### src/cpu_types_pkg.sv
// shared types and constants for the data cache subsystem
package cpu_types_pkg;

  // data word
  typedef logic [31:0] word_t;

  // address field widths
  localparam int TAG_W = 26;
  localparam int IDX_W = 3;

  // cache geometry
  localparam int SETS = 8;
  localparam int WAYS = 2;   // one lru bit per set covers two ways

  // ram model
  localparam int RAM_LATENCY = 2;           // wait cycles before each word completes
  localparam int RAM_WORDS   = 1024;
  localparam logic [31:0] RAM_PATTERN = 32'h5a3c_96e1;   // word starts as byte address ^ pattern

  // address split as seen by the data cache
  typedef struct packed {
    logic [TAG_W-1:0] tag;
    logic [IDX_W-1:0] idx;
    logic             blkoff;   // word within the two-word block
    logic [1:0]       bytoff;
  } dcachef_t;

endpackage

### src/coherence_control.sv
// snoop sequencer that holds external snoops off during bus words and reports presence
module coherence_control (
  input  logic                 CLK,
  input  logic                 nRST,
  input  logic                 snoop_req,
  input  logic                 snoop_inv,
  input  cpu_types_pkg::word_t snoop_addr,
  input  logic                 dREN,
  input  logic                 dWEN,
  input  logic                 ccwrite,
  output logic                 ccwait,
  output logic                 ccinv,
  output cpu_types_pkg::word_t ccsnoopaddr,
  output logic                 snoop_done,
  output logic                 snoop_hit
);

  typedef enum logic [1:0] {IDLE, WAIT, ASSERT, REPORT} state_t;

  state_t state;

  cpu_types_pkg::dcachef_t snoop_f;
  cpu_types_pkg::word_t    addr_q;
  logic inv_q;
  logic armed;   // first quiet cycle of the assert window seen
  logic bus_quiet;

  // snoops work on whole blocks
  always_comb begin
    snoop_f        = snoop_addr;
    snoop_f.blkoff = 1'b0;
    snoop_f.bytoff = '0;
  end

  assign bus_quiet   = !dREN && !dWEN;
  assign ccwait      = (state == ASSERT);
  assign ccinv       = ccwait && inv_q;
  assign ccsnoopaddr = addr_q;
  assign snoop_done  = (state == REPORT);

  always_ff @(posedge CLK, negedge nRST) begin
    if (!nRST) begin
      state     <= IDLE;
      inv_q     <= 1'b0;
      armed     <= 1'b0;
      snoop_hit <= 1'b0;
    end else begin
      case (state)
        IDLE: begin
          if (snoop_req) begin
            inv_q <= snoop_inv;
            state <= WAIT;
          end
        end
        WAIT: begin
          if (bus_quiet) begin
            armed <= 1'b0;
            state <= ASSERT;
          end
        end
        ASSERT: begin
          // a miss that started under us restarts the two-cycle window
          if (!bus_quiet) begin
            armed <= 1'b0;
          end else if (!armed) begin
            armed <= 1'b1;
          end else begin
            snoop_hit <= ccwrite;   // answer registered by the cache
            state     <= REPORT;
          end
        end
        default: state <= IDLE;
      endcase
    end
  end

  always_ff @(posedge CLK) begin
    if ((state == IDLE) && snoop_req) begin
      addr_q <= snoop_f;
    end
  end

endmodule

### config.mk
export PLATFORM = sky130hd
export DESIGN_NAME = coherence_control
export DESIGN_NICKNAME = d
export VERILOG_FILES = /design/src/cpu_types_pkg.sv /design/src/coherence_control.sv
export SDC_FILE = /design/constraint.sdc
export NUM_CORES = 1
export LEC_CHECK = 0
export ABC_CLOCK_PERIOD_IN_PS = 2900
export BUFFER_PORTS_ARGS = -buffer_cell sky130_fd_sc_hd__buf_4
export CAP_MARGIN = 10
export CORE_ASPECT_RATIO = 0.8
export CORE_MARGIN = 3
export CORE_UTILIZATION = 47
export CTS_BUF_LIST = sky130_fd_sc_hd__clkbuf_2 sky130_fd_sc_hd__clkbuf_4 sky130_fd_sc_hd__clkbuf_8
export DETAILED_ROUTE_END_ITERATION = 6
export PLACE_DENSITY = 0.89
export SETUP_SLACK_MARGIN = 0.1
export SLEW_MARGIN = 20
export SYNTH_ARGS = -nofsm -noshare
export SYNTH_HDL_FRONTEND = slang
export SYNTH_SLANG_ARGS = --single-unit
export TNS_END_PERCENT = 20
### constraint.sdc
create_clock -name CLK -period 2.9 [get_ports CLK]
set_input_delay 0.145 -clock CLK [delete_from_list [all_inputs] [get_ports CLK]]
set_output_delay 0.145 -clock CLK [all_outputs]
set_load 0.01 [all_outputs]
==> results.json <==
{
  "cp_max_fo": 16,
  "dr.max_layer_used": "met4",
  "ys_seq_elements": 34,
  "io_buffers": 68,
  "cts_resized": 0,
  "cts_sinks": 34,
  "fin_skew_ns": 0.01766,
  "crit_arrival_ns": 2.10,
  "critPathLaunchType": "flop",
  "fp.coreArea_mm2": 0.002327,
  "area_delta_synth_final_pct": 74.04,
  "die_w_um": 63.40,
  "die_y_um": 51.92,
  "avgSynthCellArea_um2": 19.66,
  "post-place-cells": 165,
  "hpwlAfterDp_um": 2325,
  "ant_nets": 0,
  "rows": 15,
  "totalWireLength_um": 5247,
  "wl_met3_um": 703,
  "hold_path_class": "input pin to flop",
  "vdd_ir_drop_max_uv": 768.4,
  "maxSlewViolCount": 0,
  "setup_viol": 0,
  "cts_buffer_depth": 2,
  "dr.pass1.iters": 4,
  "synth_cell_type_count": 18,
  "drtIter0Drc": 70,
  "cts_tree": "built",
  "met2_wirelength_um": 2571,
  "grt_overflow": 0,
  "grt_max_degree": 17,
  "grt_first_pass_wirelength_um": 6334,
  "io_pins": 75,
  "rsz0062_at_grt": "no",
  "worstMarginPinSlew_ns": 0.7189,
  "crit_path_end_kind": "flop",
  "place.gp.congestion": 0.7334,
  "cpPeakStageDelay_ns": 0.61,
  "p_leak_nw": 0.9492,
  "root_buffer": "clkbuf_4",
  "setup_tns_ns": 0,
  "synthCells": 63,
  "num_antenna_cells": 0,
  "period_share_pct": 71.51,
  "remaining_drc_errors": 0,
  "die-area_mm2": 0.003291,
  "dr_total_vias": 1091,
  "slew_headroom_pct": 52.08,
  "p_per_area_mw_per_mm2": 772.4,
  "clock.fmax_ghz": 0.4822,
  "yosysWarnings": 0,
  "numCtsBuffers": 5,
  "setup_slack_ns": 0.8263,
  "htreeDepth": 2,
  "fin_crit_ns": 2.074,
  "vias_per_cell": 5.401,
  "path_class": "flop to flop",
  "dp_slack_ns": 0.9560,
  "grt_usage_pct": 27.92,
  "netlist_area_mm2": 0.001239,
  "worstPathCellList": "inv_1 -> ha_1 -> and2_1 -> buf_4",
  "stdcell_count": 202,
  "fin_util_pct": 92.63,
  "slowest_stage": "and2_1",
  "final_cell_mix": "69 x buf_4, 30 x dlygate4sd3_1, 29 x edfxtp_1",
  "worstPathRequired_ns": 2.93,
  "status": "finished, final reports clean",
  "path_clk_slew_ns": 0.10,
  "maxCapViolCount": 0,
  "start_util_pct": 53.23,
  "routedWlPerCell_um": 25.98,
  "layout-drive-gt1-share_pct": 48.21,
  "clk_latency_ns": 0.35,
  "hold_viol": 0,
  "mostFrequentLayoutCell": "buf_4",
  "fin_nets": 212,
  "antenna_found_initial": 0,
  "yosysSeqAreaShare_pct": 80.40,
  "met1Wirelength_um": 1770,
  "holdWs_ns": 0.04110,
  "grt_pass1_vias": 1045
}
-- area by class of cell --
class | instances | area (µm²)
flip-flops and latches | 34 | 996.0
well taps | 34 | 42.54
clock inverters | 2 | 33.78
repair buffers | 99 | 818.3
clock buffers | 5 | 37.54
multi-input cells | 24 | 212.7
inverters | 4 | 15.01
fillers | 84 | 171.4
-- synth_stat cells (all sizes together) --
library cell | number | share of area [%]
conb | 1 | 0.30
a22oi | 1 | 0.61
dfrtp | 5 | 10
mux2i | 1 | 0.81
buf | 3 | 1.8
o221ai | 1 | 1.2
o21a | 1 | 0.61
and2 | 2 | 1.0
nor3b | 1 | 1.0
mux2 | 3 | 3.3
o21ai | 1 | 0.40
edfxtp | 29 | 70
nor2 | 2 | 0.61
ha | 5 | 5.1
nand2 | 2 | 0.61
o22ai | 1 | 1.0
inv | 4 | 1.2
-- power by group --
group          switching (W)  internal [W]
registers          0.0000678      0.000659
clock network       0.000175      0.000174
logic               0.000307      0.000282
total               0.000550       0.00112
-- registers in the layout, summed over array words and instances, names as in the netlist --
| signal | cells |
|---|---|
| snoop_hit | 1 |
| armed | 1 |
| state | 2 |
| ccsnoopaddr | 29 |
| inv_q | 1 |
-- timing repair --
| action | 4_1_cts | 5_1_grt |
|---|---|---|
| endpoints found under the hold margin | 27 | 7 |
| setup buffers | 0 | 0 |
| hold buffers | 23 | 7 |
-- kinds of logic after synthesis --
logic type	Yosys count	synth area share, %
adders and majority gates	5	5.051
other	1	0.3027
muxes	4	4.141
and+or+nand+nor	7	3.232
buffers and inverters	7	3.030
AOI/OAI and AO/OA	5	3.838
DFF	34	80.40
-- stage by stage --
stage	cell area [µm²]	total power (W)
2_1_floorplan	1246	0.0009772
3_3_place_gp	1784	0.001180
3_5_place_dp	1784	0.001207
4_1_cts	2086	0.001546
5_1_grt	2156	0.001728
6_report	2156	0.001665
-- final timing paths --
kind	end	depth (start not counted)	from	slack (ns)
worst max-delay path	ccsnoopaddr[22]$_DFFE_PP_	4	state[0]$_DFFE_PN0P_	0.83
min in group asynchronous	state[1]$_DFFE_PN0P_	2	nRST	0.14
max in group asynchronous	armed$_DFFE_PN0P_	2	nRST	2.65
worst min-delay path	snoop_hit$_DFFE_PN0P_	2	ccwrite	0.04
worst min register to register	snoop_hit$_DFFE_PN0P_	1	snoop_hit$_DFFE_PN0P_	0.54
worst max register to register	ccsnoopaddr[22]$_DFFE_PP_	4	state[0]$_DFFE_PN0P_	0.83
-- worst max-delay path, delay by kind of cell, from the launching register on --
kind / cells / cell delay, ns
buffers and inverters: 2 / 0.52
and+or+nand+nor: 1 / 0.61
DFF: 1 / 0.41
adders and majority gates: 1 / 0.22
-- layer usage --
layer,track usage (%),vias to the layer above
li1,-,432
met1,30.96,517
met2,48.70,121
met3,9.719,21
met4,13.26,0
met5,0,-
(Power assumes the default switching activity.)
