<file path="config.mk">
export PLATFORM = sky130hd
export DESIGN_NAME = dcache
export DESIGN_NICKNAME = d
export VERILOG_FILES = /design/src/cpu_types_pkg.sv /design/src/dcache.sv
export SDC_FILE = /design/constraint.sdc
export NUM_CORES = 2
export LEC_CHECK = 0
export BUFFER_PORTS_ARGS = -buffer_cell sky130_fd_sc_hd__clkbuf_2
export CELL_PAD_IN_SITES_DETAIL_PLACEMENT = 1
export CELL_PAD_IN_SITES_GLOBAL_PLACEMENT = 1
export CORE_MARGIN = 2
export CORE_UTILIZATION = 32
export CTS_BUF_LIST = sky130_fd_sc_hd__clkbuf_4
export DETAILED_ROUTE_END_ITERATION = 8
export PLACE_DENSITY = 0.57
export SLEW_MARGIN = 20
export SYNTH_ARGS = -nofsm -noshare
export SYNTH_HDL_FRONTEND = slang
export SYNTH_SLANG_ARGS = --single-unit
</file>
<file path="constraint.sdc">
create_clock -name CLK -period 4.74 [get_ports CLK]
set_input_delay 0.711 -clock CLK [delete_from_list [all_inputs] [get_ports CLK]]
set_output_delay 0.711 -clock CLK [all_outputs]
set_load 0.01 [all_outputs]
</file>
<file path="src/cpu_types_pkg.sv">
// shared types and constants for the data cache subsystem
package cpu_types_pkg;

  // data word
  typedef logic [31:0] word_t;

  // address field widths
  localparam int TAG_W = 26;
  localparam int IDX_W = 3;

  // cache geometry
  localparam int SETS = 8;
  localparam int WAYS = 2;   // one lru bit per set covers two ways

  // ram model
  localparam int RAM_LATENCY = 2;           // wait cycles before each word completes
  localparam int RAM_WORDS   = 1024;
  localparam logic [31:0] RAM_PATTERN = 32'h5a3c_96e1;   // word starts as byte address ^ pattern

  // address split as seen by the data cache
  typedef struct packed {
    logic [TAG_W-1:0] tag;
    logic [IDX_W-1:0] idx;
    logic             blkoff;   // word within the two-word block
    logic [1:0]       bytoff;
  } dcachef_t;

endpackage

</file>
<file path="src/dcache.sv">
// two-way set-associative write-back data cache with lru replacement, flush and snoop handling
module dcache (
  input  logic                 CLK,
  input  logic                 nRST,
  input  logic                 dmemREN,
  input  logic                 dmemWEN,
  input  logic                 halt,
  input  cpu_types_pkg::word_t dmemaddr,
  input  cpu_types_pkg::word_t dmemstore,
  output logic                 dhit,
  output logic                 flushed,
  output cpu_types_pkg::word_t dmemload,
  output logic                 dREN,
  output logic                 dWEN,
  output cpu_types_pkg::word_t daddr,
  output cpu_types_pkg::word_t dstore,
  input  logic                 dwait,
  input  cpu_types_pkg::word_t dload,
  input  logic                 ccwait,
  input  logic                 ccinv,
  input  cpu_types_pkg::word_t ccsnoopaddr,
  output logic                 cctrans,
  output logic                 ccwrite
);

  typedef struct packed {
    logic [cpu_types_pkg::TAG_W-1:0] tag;
    cpu_types_pkg::word_t [1:0]      data;
  } entry_t;

  typedef enum logic [2:0] {
    IDLE,
    WB0,     // write back word 0 of a block
    WB1,
    FILL0,   // fetch word 0 of the missing block
    FILL1,
    FLUSH,   // scan for the next dirty block
    SNOOP,
    DONE
  } state_t;

  state_t state, state_nxt;

  // tag and data payload per way and set
  entry_t lines [cpu_types_pkg::WAYS][cpu_types_pkg::SETS];
  logic   valid [cpu_types_pkg::WAYS][cpu_types_pkg::SETS];
  logic   dirty [cpu_types_pkg::WAYS][cpu_types_pkg::SETS];
  logic [cpu_types_pkg::SETS-1:0] lru;   // way to evict next

  cpu_types_pkg::dcachef_t query;
  cpu_types_pkg::dcachef_t snp;
  cpu_types_pkg::dcachef_t bus;

  logic [cpu_types_pkg::IDX_W:0] fl_cnt;   // flush walk, msb is the way
  logic flushing;
  logic fl_last;

  logic [cpu_types_pkg::WAYS-1:0] hit_vec;
  logic [cpu_types_pkg::WAYS-1:0] snp_vec;
  logic req, hit, hit_way, wr_hit;
  logic victim, victim_dirty;
  logic word_done;

  logic                          wb_way;
  logic [cpu_types_pkg::IDX_W-1:0] wb_set;
  entry_t                        wb_line;

  assign query = dmemaddr;
  assign snp   = ccsnoopaddr;

  // tag compare on both ways for the datapath and for the snooped set
  always_comb begin
    for (int w = 0; w < cpu_types_pkg::WAYS; w++) begin
      hit_vec[w] = valid[w][query.idx] && (lines[w][query.idx].tag == query.tag);
      snp_vec[w] = valid[w][snp.idx] && (lines[w][snp.idx].tag == snp.tag);
    end
  end

  assign req          = dmemREN || dmemWEN;
  assign hit          = |hit_vec;
  assign hit_way      = hit_vec[1];
  assign victim       = lru[query.idx];
  assign victim_dirty = dirty[victim][query.idx];
  assign word_done    = !dwait;
  assign fl_last      = &fl_cnt;

  // write-back source is the lru victim on a miss or the walk position on a flush
  assign wb_way  = flushing ? fl_cnt[cpu_types_pkg::IDX_W] : victim;
  assign wb_set  = flushing ? fl_cnt[cpu_types_pkg::IDX_W-1:0] : query.idx;
  assign wb_line = lines[wb_way][wb_set];

  // hits are served only from idle and only when no snoop is waiting
  assign dhit     = (state == IDLE) && !ccwait && req && hit;
  assign wr_hit   = dhit && dmemWEN && !dmemREN;   // read wins if both strobes are up
  assign dmemload = lines[hit_way][query.idx].data[query.blkoff];
  assign flushed  = (state == DONE);

  assign dREN   = (state == FILL0) || (state == FILL1);
  assign dWEN   = (state == WB0) || (state == WB1);
  assign dstore = wb_line.data[state == WB1];

  always_comb begin
    bus = '0;
    if (dWEN) begin
      bus.tag = wb_line.tag;   // rebuild the victim's address
      bus.idx = wb_set;
    end else begin
      bus.tag = query.tag;
      bus.idx = query.idx;
    end
    bus.blkoff = (state == WB1) || (state == FILL1);
  end

  assign daddr = bus;

  // next state
  always_comb begin
    state_nxt = state;
    case (state)
      IDLE: begin
        if (ccwait) begin
          state_nxt = SNOOP;
        end else if (req) begin
          if (!hit) begin
            state_nxt = victim_dirty ? WB0 : FILL0;
          end
        end else if (halt) begin
          state_nxt = FLUSH;
        end
      end
      WB0: begin
        if (word_done) begin
          state_nxt = WB1;
        end
      end
      WB1: begin
        if (word_done) begin
          if (!flushing) begin
            state_nxt = FILL0;
          end else begin
            state_nxt = fl_last ? DONE : FLUSH;
          end
        end
      end
      FILL0: begin
        if (word_done) begin
          state_nxt = FILL1;
        end
      end
      FILL1: begin
        if (word_done) begin
          state_nxt = IDLE;   // request is retried as a hit
        end
      end
      FLUSH: begin
        if (dirty[wb_way][wb_set]) begin
          state_nxt = WB0;
        end else if (fl_last) begin
          state_nxt = DONE;
        end
      end
      SNOOP: begin
        if (!ccwait) begin
          state_nxt = IDLE;
        end
      end
      default: state_nxt = state;   // DONE holds until reset
    endcase
  end

  // control state, coherence strobes and lru
  always_ff @(posedge CLK, negedge nRST) begin
    if (!nRST) begin
      state    <= IDLE;
      lru      <= '0;
      valid    <= '{default: '0};
      dirty    <= '{default: '0};
      fl_cnt   <= '0;
      flushing <= 1'b0;
      cctrans  <= 1'b0;
      ccwrite  <= 1'b0;
    end else begin
      state <= state_nxt;
      case (state)
        IDLE: begin
          if (ccwait) begin
            cctrans <= 1'b1;
            ccwrite <= |snp_vec;   // presence answer for the controller
          end else if (dhit) begin
            lru[query.idx] <= ~hit_way;
            cctrans        <= wr_hit && !dirty[hit_way][query.idx];   // clean block turns modified
            ccwrite        <= wr_hit && !dirty[hit_way][query.idx];
            if (wr_hit) begin
              dirty[hit_way][query.idx] <= 1'b1;
            end
          end else if (req) begin
            cctrans <= !victim_dirty;
            ccwrite <= victim_dirty;
          end else begin
            cctrans <= 1'b0;
            ccwrite <= 1'b0;
            if (halt) begin
              flushing <= 1'b1;
              fl_cnt   <= '0;
            end
          end
        end
        WB1: begin
          if (word_done) begin
            dirty[wb_way][wb_set] <= 1'b0;
            if (flushing) begin
              fl_cnt <= fl_cnt + 1'b1;
            end else begin
              cctrans <= 1'b1;   // fill follows
              ccwrite <= 1'b0;
            end
          end
        end
        FILL1: begin
          if (word_done) begin
            valid[victim][query.idx] <= 1'b1;
            dirty[victim][query.idx] <= 1'b0;
            cctrans                  <= 1'b0;
            ccwrite                  <= 1'b0;
          end
        end
        FLUSH: begin
          if (!dirty[wb_way][wb_set]) begin
            fl_cnt <= fl_cnt + 1'b1;
          end
        end
        SNOOP: begin
          if (ccwait) begin
            cctrans <= 1'b1;
            ccwrite <= |snp_vec;
            if (ccinv) begin
              // drop the matching way of the snooped set
              for (int w = 0; w < cpu_types_pkg::WAYS; w++) begin
                if (snp_vec[w]) begin
                  valid[w][snp.idx] <= 1'b0;
                  dirty[w][snp.idx] <= 1'b0;
                end
              end
            end
          end else begin
            cctrans <= 1'b0;
            ccwrite <= 1'b0;
          end
        end
        default: ;
      endcase
    end
  end

  // tag and data arrays
  always_ff @(posedge CLK) begin
    if (wr_hit) begin
      lines[hit_way][query.idx].data[query.blkoff] <= dmemstore;
    end
    if ((state == FILL0) && word_done) begin
      lines[victim][query.idx].data[0] <= dload;
    end
    if ((state == FILL1) && word_done) begin
      lines[victim][query.idx].data[1] <= dload;
      lines[victim][query.idx].tag     <= query.tag;
    end
  end

endmodule

</file>
==> reports/summary.md <==
### CTS
- 426 — Num CTS Buffers
- 1.50 ns — insertion delay to the later sink of the worst-skew pair
- 0.07 ns — clock slew at the register clock pins of the worst setup and hold paths
- done — CTS tree
- 5 — CTS HTree Levels
- clkbuf_4 — clock root buffer master
- 4 — Max Buffers Root-to-Sink
- 1490 — number of clock sinks seen by CTS

### Placed design
- 213000 um — HPWL reported at the end of detailed placement
- 86000 um2 — Placed Instance Area
- -1.29 ns — placement-stage worst setup slack
- 0.944 — routability congestion estimate
- 8548 — number of instances in the placed design
- 230 — Buffers on Ports

### Routing
- 0 — remaining number of nets flagged by the antenna check after routing
- 0 — DRC violations left
- 7302 — drt first-iter violations
- 5 — number of detailed-route iterations in the first pass
- 58.2k — number of vias after detailed routing
- 346000 um — overall routed net length
- 6.11 — average vias per placed instance
- 36.4 um — routed wire length per instance

### Global routing
- 54 — maximum number of pins on one net before global-route repair
- 44.6% — GR met2 Demand/Resource
- 0 — total congestion overflow after global routing
- 28.3% — total track usage
- 59.1k — vias in the first global route
- 474000 um — global-route wire length before repair
- 37.3% — met1 usage in global routing
- met2 — layer with the highest usage after global routing
- 19 — initial antenna violation count
- 6.07% — met3 usage in global routing

### Setup path
- 8 — maximum fanout count along the critical path
- simple AND/OR/NAND/NOR gates — category of cells accounting for the largest share of critical-path delay
- mux4_2 -> mux2i_4 -> xor2_4 -> buf_6 -> nand3_2 -> or4_1 -> or4_4 -> buf_12 -> buf_16 -> buf_8 -> mux4_2 -> o2111ai_1 -> a22oi_2 -> buf_2 — CP cell instances
- lines[1][87] — Critical path origin
- dmemload[12] — timing endpoint of the critical path
- 5.71 ns — endpoint arrival time on the critical path
- or4_4 — library cell contributing the largest single delay on the critical path
- lines[0][672] — end of the worst register-to-register path
- 14 — number of cells on the critical path
- flip-flop — Startpoint Class
- 0.60 ns — Crit path largest cell delay
- 18 — cells on worst reg2reg path
- lines[1][87] — launching point of the worst reg2reg path
- 5 — Critical path buffers and inverters
- -0.38 ns — r2r setup slk
- flip-flop to primary output — startpoint-to-endpoint class of the critical path
- primary output — sort of element at the end of the critical path
- mux4_2 — Most common cell on crit path
- 4.03 ns — worst path required time

### Final layout
- 23.6k — number of fill cells
- 97000 um2 — Final Cell Area
- 44.6% — layout cell share with drive strength beyond 1
- 6223 — Net count, final
- 29.0% — area grow syn2layout
- 9516 — Layout Cells excl Fill

### Timing
- -1.68 ns — smallest setup slack after layout
- 0 — Final Hold Viols
- 0 — Max Transition Viols Final
- 25.2% — relative slew slack
- 1.12 ns — Slew @ Worst Pin
- 1124 — setup-violating endpoint count in the final report
- 0.127 ns — Fin Hold WS
- 135% — fraction of the cycle the final worst path needs
- 6.42 ns — final period demand of the worst path
- true — unrepaired setup endpoints after global routing
- 0.242 ns — Max Clock Skew
- 0.156 GHz — timing-limited maximum frequency

### Yosys
- 4931 — number of standard cells after synthesis
- edfxtp_1 — Most used DFF post-synth
- edfxtp_1 (1440), nand2_1 (583), mux4_2 (571) — most used standard cells in the synthesized netlist
- 75 — Cell variety after synth
- 59.2% — sequential-to-total area share from yosys stat
- 0 — number of warnings printed during yosys synthesis
- edfxtp_1 (58%), mux4_2 (17%), mux2i_1 (4.0%), nand2_1 (2.9%), mux2_2 (2.7%) — most area-consuming cells after synthesis
- 3.36% — proportion of synthesized flip-flops having asynchronous set or reset
- 57.5% — top-area cell type share of the netlist area
- edfxtp_1 — cell type contributing the most total cell area after synthesis
- edfxtp_1 — most frequent cell after synthesis
- 15.2 um2 — mean post-synth cell area
- 75200 um2 — total standard cell area after synthesis
- 1490 — total of flip-flops plus latches after synthesis
- 1440 — Post-synth EDFFs

### Status
- finished with violations — outcome
- negative setup slack — violations in the final reports

### Worst hold path
- input port to flip-flop — worst hold-check path type

### Power and ir drop
- 32.7 nW — leakage power of the design
- 456 nW/um2 — pwr dens
- 0.287 mV — largest voltage drop on the vdd net
- 44.2 mW — Total Power Consumption

### Die
- 233000 um2 — core area
- 489 um — Vert. Die Dim
- 32.2% — effective utilization at floorplan
- 489 um — Die Span X
- 239000 um2 — die footprint
- 238 — ports placed on the boundary
- 177 — number of placement rows

### Run
- 0 — max-capacitance violation count

power breakdown:
part	total, mW	internal [mW]	leakage (nW)	switching [mW]
Sequential	15.5	15.3	13.6	0.164
Clock	12.0	6.16	3.06	5.85
Combinational	16.7	7.43	16.1	9.27
Total	44.2	28.9	32.7	15.3
layout make-up:
cell class / instances / area [um2] / share of cell area, %
antenna: 16 / 40.0 / 0.0413
clock buffer: 589 / 4420 / 4.56
clock inverter: 121 / 716 / 0.738
inverter: 21 / 82.6 / 0.0851
multi-input combinational: 3023 / 31200 / 32.2
sequential: 1490 / 44500 / 45.9
tap: 3132 / 3920 / 4.04
timing repair buffer: 1124 / 12100 / 12.4
metal layers:
| metal | up-vias | routed length, um |
|---|---|---|
| li1 | 22800 | - |
| met1 | 30700 | 134000 |
| met2 | 3771 | 160000 |
| met3 | 873 | 33500 |
| met4 | 14 | 18200 |
| met5 | - | 102 |
kinds of logic after synthesis:
group	share of synthesized area [%]
and+or+nand+nor	6.99
adders and majority gates	0.0166
other	0.00499
buffers and inverters	2.38
AOI/OAI and AO/OA	6.66
xor gates and xnor gates	0.990
DFF	59.2
muxes	23.8
registers in the layout, indices dropped and copies added (netlist names):
signal	flops
cctrans	1
fl_cnt	4
valid	16
ccwrite	1
dirty	16
lines	1440
state	3
flushing	1
lru	8
layout by cell type (no fill, tap or decap), types with 78 or more instances in the layout:
cell type,netlist,routed
edfxtp_1,1440,1440
clkbuf_4,0,589
mux4_2,571,571
buf_4,25,498
nand2_1,583,466
mux2i_1,299,290
buf_12,0,186
clkbuf_2,0,182
mux2_2,180,180
nand3_1,265,157
o22ai_1,131,130
nand2_2,0,109
nand3_2,0,105
clkinv_1,2,89
dlygate4sd3_1,0,87
a221oi_1,86,86
a21oi_1,91,80
buf_6,4,78
what timing repair did:
item                        CTS  global route
hold endpoints to repair    926             0
setup endpoints to repair  1144          1133
hold buffers                 92             0
pin swaps                    82           150
setup buffers                73            56
gates resized for setup     297           398
cloned                       29            15
worst register-to-register path: cells and delay by family, from the launching register on:
kind	cells	cell delay, ns
and+or+nand+nor	5	1.59
buffers and inverters	8	1.40
muxes	2	0.75
DFF	1	0.41
xor gates and xnor gates	1	0.28
AOI/OAI and AO/OA	2	0.28
metrics by stage:
| stage | util, % | TNS, ns |
|---|---|---|
| finish | 41.6 | -283.22 |
| detailed placement | 36.9 | -1146.98 |
| global route | 41.6 | -338.09 |
| global placement | 36.9 | -1111.17 |
| CTS | 40.7 | -332.57 |
| floorplan | - | 0 |
worst min path at each step:
| stage | startpoint | depth (start not counted) | to |
|---|---|---|---|
| after floorplan | nRST | 0 | cctrans |
| after global placement | valid[1] | 1 | valid[1] |
| after detailed placement | valid[3] | 1 | valid[3] |
| after CTS | dmemaddr[29] | 3 | lines[0][447] |
| after global routing | dmemstore[27] | 2 | lines[1][59] |
| final | dmemaddr[10] | 3 | lines[1][608] |
Note: power is estimated with default switching activity, not from simulation.
